==> config.mk <==
export PLATFORM = sky130hd
export DESIGN_NAME = usb_ctl_top
export DESIGN_NICKNAME = d
export VERILOG_FILES = /design/src/hw/usb_ctl_pkg.sv /design/src/hw/setup_capture.sv /design/src/hw/descriptor_rom.sv /design/src/hw/axis_chop.sv /design/src/hw/ctl_pipe0.sv /design/src/hw/usb_dev_state.sv /design/src/hw/usb_ctl_top.sv
export VERILOG_INCLUDE_DIRS = /design/src /design/src/hw
export SDC_FILE = /design/constraint.sdc
export NUM_CORES = 1
export LEC_CHECK = 0
export CORE_MARGIN = 2
export CORE_UTILIZATION = 65
export DETAILED_ROUTE_END_ITERATION = 8
export DONT_BUFFER_PORTS = 1
export PLACE_DENSITY = 0.81
export SETUP_SLACK_MARGIN = 0.3
export SYNTH_ARGS = -nofsm -noshare
export SYNTH_HDL_FRONTEND = slang
export SYNTH_SLANG_ARGS = --single-unit
==> constraint.sdc <==
create_clock -name clock -period 5.4 [get_ports clock]
set_input_delay 0.27 -clock clock [delete_from_list [all_inputs] [get_ports clock]]
set_output_delay 0.27 -clock clock [all_outputs]
set_load 0.03 [all_outputs]
==> src/hw/usb_ctl_defines.svh <==
`ifndef USB_CTL_DEFINES_SVH
`define USB_CTL_DEFINES_SVH

// IDs reported in the device descriptor
`define USB_VENDOR_ID   16'hFACE
`define USB_PRODUCT_ID  16'h0BDE

// String descriptor text, sent as UTF-16LE
`define USB_MANUF_STR   "Demo Maker"
`define USB_MANUF_LEN   10
`define USB_PRODUCT_STR "Pipe Zero"
`define USB_PRODUCT_LEN 9
`define USB_SERIAL_STR  "0001A"
`define USB_SERIAL_LEN  5

// Largest reply on endpoint 0
`define USB_MAX_PACKET  64

// Descriptor ROM address width
`define USB_ROM_ABITS   7

`endif

==> src/hw/usb_ctl_pkg.sv <==
`default_nettype none

package usb_ctl_pkg;

  // Byte 0 of the packet sits in the low bits, so the multi-byte
  // fields come out little-endian as on the wire
  typedef struct packed {
    logic [15:0] w_length;
    logic [15:0] w_index;
    logic [15:0] w_value;
    logic [7:0]  b_request;
    logic [7:0]  bm_request_type;
  } setup_fields_t;

  typedef union packed {
    logic [7:0][7:0] bytes;
    setup_fields_t   fields;
  } setup_pkt_u;

  typedef enum logic [7:0] {
    REQ_GET_STATUS        = 8'h00,
    REQ_SET_ADDRESS       = 8'h05,
    REQ_GET_DESCRIPTOR    = 8'h06,
    REQ_SET_CONFIGURATION = 8'h09,
    REQ_SET_INTERFACE     = 8'h0B
  } std_request_e;

  typedef enum logic [7:0] {
    DESC_DEVICE = 8'h01,
    DESC_CONFIG = 8'h02,
    DESC_STRING = 8'h03
  } desc_type_e;

  typedef struct packed {
    logic       set_addr;
    logic       set_conf;
    logic [7:0] value;
  } dev_cmd_t;

  typedef struct packed {
    logic [6:0] address;
    logic [2:0] conf_value;
    logic       enumerated;
    logic       configured;
  } dev_state_t;

endpackage

`default_nettype wire

==> src/hw/setup_capture.sv <==
`timescale 1ns/10ps
`default_nettype none

module setup_capture
  import usb_ctl_pkg::*;
(
  input  wire logic       clock,
  input  wire logic       reset,
  input  wire logic       setup_valid_i,
  input  wire logic       setup_start_i,
  input  wire logic [7:0] setup_data_i,
  output logic            req_start_o,
  output setup_pkt_u      req_pkt_o
);

  logic [2:0] byte_cnt;
  logic [2:0] wr_idx;

  // A start byte always lands in slot 0
  assign wr_idx = setup_start_i ? 3'd0 : byte_cnt;

  always_ff @(posedge clock) begin
    if (reset) begin
      byte_cnt    <= 3'd0;
      req_start_o <= 1'b0;
    end else begin
      // Strobe follows the eighth byte by one cycle
      req_start_o <= setup_valid_i && (wr_idx == 3'd7);
      if (setup_valid_i) begin
        byte_cnt <= wr_idx + 3'd1;
      end else if (setup_start_i) begin
        byte_cnt <= 3'd0;
      end
    end
  end

  always_ff @(posedge clock) begin
    if (setup_valid_i) begin
      req_pkt_o.bytes[wr_idx] <= setup_data_i;
    end
  end

  // The packet must hold still while the handler samples it
  assert property (@(posedge clock) disable iff (reset)
    setup_valid_i && (wr_idx == 3'd7) |=> !setup_valid_i)
    else $error("setup byte arrived during the request strobe");

endmodule

`default_nettype wire

==> src/hw/descriptor_rom.sv <==
`timescale 1ns/10ps
`default_nettype none
`include "usb_ctl_defines.svh"

module descriptor_rom
  import usb_ctl_pkg::*;
(
  input  wire desc_type_e                desc_type_i,
  input  wire logic [7:0]                desc_index_i,
  output logic [`USB_ROM_ABITS-1:0]      start_addr_o,
  input  wire logic [`USB_ROM_ABITS-1:0] rd_addr_i,
  output logic [7:0]                     rd_data_o,
  output logic                           rd_last_o
);

  localparam int AW    = `USB_ROM_ABITS;
  localparam int DEPTH = 1 << AW;

  // Table layout
  localparam int DEV_START   = 0;
  localparam int CONF_START  = 18;
  localparam int LANG_START  = 36;
  localparam int MANUF_START = 40;
  localparam int PROD_START  = MANUF_START + 2 + 2 * `USB_MANUF_LEN;
  localparam int SER_START   = PROD_START + 2 + 2 * `USB_PRODUCT_LEN;
  localparam int STAT_START  = SER_START + 2 + 2 * `USB_SERIAL_LEN;
  localparam int TABLE_LEN   = STAT_START + 6;

  localparam logic [15:0] VID = `USB_VENDOR_ID;
  localparam logic [15:0] PID = `USB_PRODUCT_ID;

  typedef logic [DEPTH-1:0][7:0] rom_t;

  // USB 2.0, vendor class, one configuration, strings 1 to 3
  localparam logic [0:17][7:0] DEV_DESC = '{
    8'd18, DESC_DEVICE, 8'h00, 8'h02, 8'hFF, 8'h00, 8'h00, 8'(`USB_MAX_PACKET),
    VID[7:0], VID[15:8], PID[7:0], PID[15:8],
    8'h00, 8'h01, 8'h01, 8'h02, 8'h03, 8'h01
  };

  // Configuration 1, bus powered at 100 mA, one interface with no endpoints
  localparam logic [0:17][7:0] CONF_DESC = '{
    8'd9, DESC_CONFIG, 8'd18, 8'd0, 8'd1, 8'd1, 8'd0, 8'h80, 8'd50,
    8'd9, 8'h04, 8'd0, 8'd0, 8'd0, 8'hFF, 8'd0, 8'd0, 8'd0
  };

  // English (US) only
  localparam logic [0:3][7:0] LANG_DESC = '{8'd4, DESC_STRING, 8'h09, 8'h04};

  function automatic rom_t put_string(rom_t rom, int start, logic [255:0] text, int len);
    rom[start]     = 8'(2 + 2 * len);
    rom[start + 1] = DESC_STRING;
    for (int i = 0; i < len; i++) begin
      rom[start + 2 + 2 * i] = text[8 * (len - i) - 1 -: 8];
      rom[start + 3 + 2 * i] = 8'h00;
    end
    return rom;
  endfunction

  function automatic rom_t build_rom();
    rom_t rom;
    // Status words stay all zero
    rom = '0;
    for (int i = 0; i < 18; i++) begin
      rom[DEV_START + i]  = DEV_DESC[i];
      rom[CONF_START + i] = CONF_DESC[i];
    end
    for (int i = 0; i < 4; i++) begin
      rom[LANG_START + i] = LANG_DESC[i];
    end
    rom = put_string(rom, MANUF_START, `USB_MANUF_STR, `USB_MANUF_LEN);
    rom = put_string(rom, PROD_START, `USB_PRODUCT_STR, `USB_PRODUCT_LEN);
    rom = put_string(rom, SER_START, `USB_SERIAL_STR, `USB_SERIAL_LEN);
    return rom;
  endfunction

  function automatic logic [DEPTH-1:0] build_last();
    logic [DEPTH-1:0] marks;
    marks = '0;
    marks[CONF_START - 1]  = 1'b1;
    marks[LANG_START - 1]  = 1'b1;
    marks[MANUF_START - 1] = 1'b1;
    marks[PROD_START - 1]  = 1'b1;
    marks[SER_START - 1]   = 1'b1;
    marks[STAT_START - 1]  = 1'b1;
    // Each status word is a reply of its own
    marks[STAT_START + 1]  = 1'b1;
    marks[STAT_START + 3]  = 1'b1;
    marks[TABLE_LEN - 1]   = 1'b1;
    return marks;
  endfunction

  localparam rom_t             ROM  = build_rom();
  localparam logic [DEPTH-1:0] LAST = build_last();

  if (TABLE_LEN > DEPTH) begin : g_size_check
    $error("descriptor table does not fit the ROM address range");
  end

  always_comb begin
    case (desc_type_i)
      DESC_DEVICE: start_addr_o = AW'(DEV_START);
      DESC_CONFIG: start_addr_o = AW'(CONF_START);
      DESC_STRING: begin
        case (desc_index_i)
          8'd0:    start_addr_o = AW'(LANG_START);
          8'd1:    start_addr_o = AW'(MANUF_START);
          8'd2:    start_addr_o = AW'(PROD_START);
          default: start_addr_o = AW'(SER_START);
        endcase
      end
      // Anything else is a status read with the recipient as index
      default: begin
        case (desc_index_i)
          8'd0:    start_addr_o = AW'(STAT_START);
          8'd1:    start_addr_o = AW'(STAT_START + 2);
          default: start_addr_o = AW'(STAT_START + 4);
        endcase
      end
    endcase
  end

  assign rd_data_o = ROM[rd_addr_i];
  assign rd_last_o = LAST[rd_addr_i];

endmodule

`default_nettype wire

==> src/hw/axis_chop.sv <==
`timescale 1ns/10ps
`default_nettype none

module axis_chop (
  input  wire logic       clock,
  input  wire logic       reset,
  input  wire logic       load_i,
  input  wire logic [6:0] length_i,
  input  wire logic       s_valid_i,
  output logic            s_ready_o,
  input  wire logic       s_last_i,
  input  wire logic [7:0] s_data_i,
  output logic            m_tvalid_o,
  input  wire logic       m_tready_i,
  output logic            m_tlast_o,
  output logic [7:0]      m_tdata_o
);

  logic [6:0] remain;
  logic       closed;
  logic       take;
  logic       cut;

  // Register is free when empty or draining this cycle
  assign s_ready_o = !load_i && !closed && (!m_tvalid_o || m_tready_i);
  assign take      = s_valid_i && s_ready_o;
  assign cut       = s_last_i || (remain == 7'd1);

  always_ff @(posedge clock) begin
    if (reset) begin
      m_tvalid_o <= 1'b0;
      closed     <= 1'b1;
      remain     <= 7'd0;
    end else if (load_i) begin
      // New request drops whatever was left of the old reply
      m_tvalid_o <= 1'b0;
      closed     <= (length_i == 7'd0);
      remain     <= length_i;
    end else if (take) begin
      m_tvalid_o <= 1'b1;
      closed     <= cut;
      remain     <= remain - 7'd1;
    end else if (m_tready_i) begin
      m_tvalid_o <= 1'b0;
    end
  end

  always_ff @(posedge clock) begin
    if (take) begin
      m_tdata_o <= s_data_i;
      m_tlast_o <= cut;
    end
  end

  assert property (@(posedge clock) disable iff (reset)
    m_tvalid_o && !m_tready_i && !load_i |=> m_tvalid_o && $stable(m_tdata_o))
    else $error("output byte changed while stalled");

endmodule

`default_nettype wire

==> src/hw/ctl_pipe0.sv <==
`timescale 1ns/10ps
`default_nettype none
`include "usb_ctl_defines.svh"

module ctl_pipe0
  import usb_ctl_pkg::*;
(
  input  wire logic                      clock,
  input  wire logic                      reset,
  input  wire logic                      select_i,
  input  wire logic                      req_start_i,
  input  wire setup_pkt_u                req_pkt_i,
  output logic                           done_o,
  output logic                           error_o,
  output desc_type_e                     desc_type_o,
  output logic [7:0]                     desc_index_o,
  input  wire logic [`USB_ROM_ABITS-1:0] rom_start_i,
  output logic [`USB_ROM_ABITS-1:0]      rd_addr_o,
  input  wire logic                      rd_last_i,
  output logic                           chop_load_o,
  output logic [6:0]                     chop_length_o,
  output logic                           s_valid_o,
  input  wire logic                      s_ready_i,
  output dev_cmd_t                       cmd_o
);

  setup_fields_t req;
  logic          strobe;
  logic          std_w;
  logic          get_w;
  logic          start_q;
  logic          std_q;
  logic          get_q;
  std_request_e  code_q;
  logic [7:0]    value_q;
  logic          set_ok;
  logic          stage2;

  assign req    = req_pkt_i.fields;
  assign strobe = req_start_i && select_i;

  // Class and vendor requests fail stage 1 and end in error
  assign std_w = (req.bm_request_type[6:5] == 2'b00);

  // Device-to-host requests that the ROM can answer
  always_comb begin
    get_w = 1'b0;
    if (std_w && req.bm_request_type[7]) begin
      if (req.b_request == REQ_GET_STATUS) begin
        get_w = (req.bm_request_type[1:0] != 2'b11);
      end else if (req.b_request == REQ_GET_DESCRIPTOR) begin
        get_w = (req.w_value[15:8] == DESC_DEVICE) ||
                (req.w_value[15:8] == DESC_CONFIG) ||
                (req.w_value[15:8] == DESC_STRING);
      end
    end
  end

  // ROM lookup runs on the raw packet so the address is ready at the strobe
  always_comb begin
    if (req.b_request == REQ_GET_STATUS) begin
      desc_type_o  = desc_type_e'(8'h00);
      desc_index_o = {6'd0, req.bm_request_type[1:0]};
    end else begin
      desc_type_o  = desc_type_e'(req.w_value[15:8]);
      desc_index_o = req.w_value[7:0];
    end
  end

  assign chop_load_o   = strobe;
  assign chop_length_o = (req.w_length > 16'(`USB_MAX_PACKET)) ?
                         7'(`USB_MAX_PACKET) : req.w_length[6:0];

  assign s_valid_o = get_q;

  // Stage 2 qualifies the set requests
  assign set_ok = std_q && ((code_q == REQ_SET_ADDRESS) ||
                            (code_q == REQ_SET_CONFIGURATION) ||
                            (code_q == REQ_SET_INTERFACE));
  assign stage2 = start_q && select_i;

  always_ff @(posedge clock) begin
    if (reset) begin
      start_q <= 1'b0;
      get_q   <= 1'b0;
      done_o  <= 1'b0;
      error_o <= 1'b0;
      cmd_o   <= '0;
    end else begin
      start_q        <= strobe;
      done_o         <= stage2 && set_ok;
      cmd_o.set_addr <= stage2 && std_q && (code_q == REQ_SET_ADDRESS);
      cmd_o.set_conf <= stage2 && std_q && (code_q == REQ_SET_CONFIGURATION);
      cmd_o.value    <= value_q;

      // A reply cut short by the chopper parks here until select drops
      if (strobe) begin
        get_q <= get_w;
      end else if (!select_i || (get_q && s_ready_i && rd_last_i)) begin
        get_q <= 1'b0;
      end

      if (!select_i) begin
        error_o <= 1'b0;
      end else if (start_q) begin
        error_o <= !(get_q || set_ok);
      end
    end
  end

  always_ff @(posedge clock) begin
    if (strobe) begin
      std_q     <= std_w;
      code_q    <= std_request_e'(req.b_request);
      value_q   <= req.w_value[7:0];
      rd_addr_o <= rom_start_i;
    end else if (get_q && s_ready_i) begin
      // Walk only when the chopper takes the byte
      rd_addr_o <= rd_addr_o + 1'b1;
    end
  end

endmodule

`default_nettype wire

==> src/hw/usb_dev_state.sv <==
`timescale 1ns/10ps
`default_nettype none

module usb_dev_state
  import usb_ctl_pkg::*;
(
  input  wire logic     clock,
  input  wire logic     reset,
  input  wire dev_cmd_t cmd_i,
  output dev_state_t    dev_state_o
);

  always_ff @(posedge clock) begin
    if (reset) begin
      dev_state_o <= '0;
    end else begin
      // Address goes live right away since there is no status stage
      if (cmd_i.set_addr) begin
        dev_state_o.address    <= cmd_i.value[6:0];
        dev_state_o.enumerated <= 1'b1;
      end
      if (cmd_i.set_conf) begin
        dev_state_o.conf_value <= cmd_i.value[2:0];
        dev_state_o.configured <= 1'b1;
      end
    end
  end

  // The handler decodes one request at a time
  assert property (@(posedge clock) disable iff (reset)
    !(cmd_i.set_addr && cmd_i.set_conf))
    else $error("address and configuration commands fired together");

endmodule

`default_nettype wire

==> src/hw/usb_ctl_top.sv <==
`timescale 1ns/10ps
`default_nettype none
`include "usb_ctl_defines.svh"

module usb_ctl_top
  import usb_ctl_pkg::*;
(
  input  wire logic       clock,
  input  wire logic       reset,
  input  wire logic       select_i,
  input  wire logic       setup_valid_i,
  input  wire logic       setup_start_i,
  input  wire logic [7:0] setup_data_i,
  output logic            m_tvalid_o,
  input  wire logic       m_tready_i,
  output logic            m_tlast_o,
  output logic [7:0]      m_tdata_o,
  output logic            done_o,
  output logic            error_o,
  output dev_state_t      dev_state_o
);

  logic                     req_start;
  setup_pkt_u               req_pkt;
  desc_type_e               desc_type;
  logic [7:0]               desc_index;
  logic [`USB_ROM_ABITS-1:0] rom_start;
  logic [`USB_ROM_ABITS-1:0] rd_addr;
  logic [7:0]               rd_data;
  logic                     rd_last;
  logic                     chop_load;
  logic [6:0]               chop_length;
  logic                     s_valid;
  logic                     s_ready;
  dev_cmd_t                 dev_cmd;

  setup_capture u_capture (
    .clock         (clock),
    .reset         (reset),
    .setup_valid_i (setup_valid_i),
    .setup_start_i (setup_start_i),
    .setup_data_i  (setup_data_i),
    .req_start_o   (req_start),
    .req_pkt_o     (req_pkt)
  );

  ctl_pipe0 u_pipe0 (
    .clock         (clock),
    .reset         (reset),
    .select_i      (select_i),
    .req_start_i   (req_start),
    .req_pkt_i     (req_pkt),
    .done_o        (done_o),
    .error_o       (error_o),
    .desc_type_o   (desc_type),
    .desc_index_o  (desc_index),
    .rom_start_i   (rom_start),
    .rd_addr_o     (rd_addr),
    .rd_last_i     (rd_last),
    .chop_load_o   (chop_load),
    .chop_length_o (chop_length),
    .s_valid_o     (s_valid),
    .s_ready_i     (s_ready),
    .cmd_o         (dev_cmd)
  );

  descriptor_rom u_rom (
    .desc_type_i  (desc_type),
    .desc_index_i (desc_index),
    .start_addr_o (rom_start),
    .rd_addr_i    (rd_addr),
    .rd_data_o    (rd_data),
    .rd_last_o    (rd_last)
  );

  // ROM bytes feed the chopper directly while the handler paces them
  axis_chop u_chop (
    .clock      (clock),
    .reset      (reset),
    .load_i     (chop_load),
    .length_i   (chop_length),
    .s_valid_i  (s_valid),
    .s_ready_o  (s_ready),
    .s_last_i   (rd_last),
    .s_data_i   (rd_data),
    .m_tvalid_o (m_tvalid_o),
    .m_tready_i (m_tready_i),
    .m_tlast_o  (m_tlast_o),
    .m_tdata_o  (m_tdata_o)
  );

  usb_dev_state u_state (
    .clock       (clock),
    .reset       (reset),
    .cmd_i       (dev_cmd),
    .dev_state_o (dev_state_o)
  );

endmodule

`default_nettype wire

==> qor.yml <==
syn_to_final_growth_pct: 14.1
report.power.total_w: 0.00204
i_o_pins: 38
worst_r2r_startpoint: "u_capture.req_start_o"
critical_path_class: "register to register"
number_of_failing_hold_endpoints_at_the_final_stage: 0
portBuffers: 0
asyncSetResetFlopFracSynth: 0
critical_path.endpoint: "u_chop.s_last_i"
leakagePower_nw: 2.09
tightest_slew_ns: 1.04
tritoncts.num_buffers: 17
yosys_most_used_dff: "edfxtp_1"
outcome: "finished clean"
tritoncts: "built"
rsz_0062_raised_after_global_routing: "false"
grt_antenna_before_repair: 0
drv_cap: 0
min_period_ns: 3.40
detail_route.first_pass.iterations: 5
design.die.area_mm2: 0.00896
globalRouteOverflowTotal: 0
via_count_of_the_first_global_routing_pass: 3712
peakVddDrop_v: 0.000338
rrSetupSlack_ns: 2.00
post_route_cells_drive_above_1_share: 0.0890
total_global_routing_track_utilization: 0.286
final_worst_setup_slack_ns: 2.00
power.density_mw_per_mm2: 335
synth.ff_latch_count: 116
slew-limit-headroom: 0.301
synthDominantAreaCellType: "edfxtp_1"
design.final.nets: 529
timing.critical_path.from: "u_capture.req_start_o"
drt_iter0_drc: 370
remaining_antenna_violation_count_after_routing: 0
final_min_period_over_clock_period: 0.630
worst_ep_arrival_time_ns: 3.80
finalSetupViolCount: 0
grt_first_pass_wirelength_um: 18800
floorplan.die.width_um: 94.7
core-area_mm2: 0.00809
worst-r2r-cell-count: 7
routed_wirelength_um: 12000
post-synth-top-area-fraction: 0.433
mapped_area_mm2: 0.00535
synthesized_netlist_net_count: 522
layout.core_utilization: 0.753
setup.worst_path.start_class: "register"
clock_path_buffers: 2
route.detailed.vias_per_inst: 6.39
detailroute.via_count: 3975
timing.clock.skew_ns: 0.0121
finalInstanceArea_mm2: 0.00610
clkSlewWorstSetupHoldPaths_ns: 0.06
maximum_number_of_pins_on_one_net_before_global_route_repair: 38
synth.distinct_cells: 59
postSynthCellCount: 497
gp_congestion: 0.946
syn_area_per_cell_um2: 10.8
initial_core_util: 0.660
synth_enable_flop_cells: 77
worst_path_required_ns: 5.80
drc: 0
timing.rr.end: "u_chop.s_last_i"
critical_path.endpoint_type: "register"
htree_num_levels: 4
maxClockFrequency_mhz: 294
place_ws_ns: 2.14
wire_per_inst_um: 19.4
floorplan.die.height_um: 94.7
clock_tree.root_cell: "clkbuf_8"
detailedPlacementHpwl_um: 7660
ys.warnings.count: 0
worst_hold_path_type: "input port to register"
layout_common_cells: "edfxtp_1 (77), nor2_1 (66), dfxtp_1 (39), nand2_1 (38)"
tritoncts_num_sinks: 116
synth_top_cells_by_area: "edfxtp_1 (43%), dfxtp_1 (15%), nor2_1 (4.6%)"
fin_setup_tns_ns: 0
worstSkewPairLatency_ns: 0.52
dpl_cell_area_mm2: 0.00539
sequential_cell_area_fraction_in_the_yosys_report: 0.579
worst-path-max-fanout: 34
most_common_cell_after_layout_fill_and_taps_aside: "edfxtp_1"
rows: 33
final_max_slew_viols: 0
cts.repair_timing.setup_buffer_count: 0
antenna_cells_inserted: 0
[power by group]
part / switching, W / internal [W]
Sequential: 0.00000385 / 0.000950
Clock: 0.000402 / 0.000661
Combinational: 0.0000169 / 0.0000102
[area by class of cell]
cell class	instances	area [um^2]
clock buffer	23	510
clock inverter	9	65.1
fill	536	2000
inverter	16	60.1
multi-input combinational	339	2090
sequential	116	3090
tap	105	131
timing repair buffer	14	145
[sequential cells by signal (all words and copies together) (netlist names), 3 cells and up]
signal / flops
u_chop.remain: 7
u_capture.byte_cnt: 3
u_chop.m_tdata_o: 8
u_pipe0.rd_addr_o: 7
u_state.dev_state_o: 12
u_capture.req_pkt_o: 45
u_pipe0.value_q: 7
u_pipe0.cmd_o: 9
u_pipe0.code_q: 8
[worst min-delay path by stage]
stage	from	endpoint	slack, ns	cells past startpoint
6_report	reset	u_capture.byte_cnt[1]	0.03	2
5_1_grt	reset	u_capture.byte_cnt[1]	0.03	2
4_1_cts	reset	u_capture.byte_cnt[1]	0.01	2
3_5_place_dp	reset	u_pipe0.cmd_o[2]	0.35	1
3_3_place_gp	reset	u_chop.remain[1]	0.35	1
2_1_floorplan	reset	u_pipe0.cmd_o[0]	0.34	1
[per-stage QoR]
step	instances	hold WS, ns
final	622	0.0287
after global routing	622	0.0284
after CTS	622	0.0127
after detailed placement	578	0.347
after global placement	578	0.346
after floorplan	497	0.342
[synth_stat cells, types with 3 or more instances]
library cell   n
edfxtp_1      77
nor2_1        66
dfxtp_1       39
nand2_1       38
a21oi_1       22
o21ai_0       22
nand3_1       19
clkbuf_1      18
inv_1         13
nor2b_1       13
mux2i_1       12
nor3_1        12
xnor2_1       12
ha_1          11
nand2b_1      11
o22ai_1        9
a22oi_1        8
a31oi_1        8
a211oi_1       7
nor4_1         7
buf_1          6
nand4_1        5
o21a_1         4
xor2_1         4
a32oi_1        3
clkinv_1       3
o211ai_1       3
o221ai_1       3
o311ai_0       3
[what timing repair did]
item,4_1_cts,5_1_grt
endpoints found under the hold margin,81,0
resized for setup,0,0
hold buffers,12,0
[per-layer routing]
metal  track usage  part of all wire
met5             0                 0
met4         0.117             0.024
met3        0.0782             0.082
met2         0.483              0.51
met1         0.346              0.39
[cell families (layout without fill, tap and decap cells)]
family                   Yosys count  in the layout  synth area share
AND/OR/NAND/NOR                  187            187             0.169
flip-flops                       116            116             0.579
AO/OA/AOI/OAI                    111            111             0.141
buffers and inverters             42             62            0.0300
XOR/XNOR                          16             16            0.0262
multiplexers                      14             14            0.0288
adder cells (fa/ha/maj)           11             11            0.0257
[worst max-delay path, stage by stage, from the launching register on]
cell      delay (ns)
dfxtp_1         0.31
nand2_1         0.51
clkinv_1        1.04
a31oi_1         0.45
o21ai_0         0.21
a211o_1         0.35
a211o_1         0.30
o311ai_1        0.10
No activity file was read; power rests on OpenSTA's default activity.
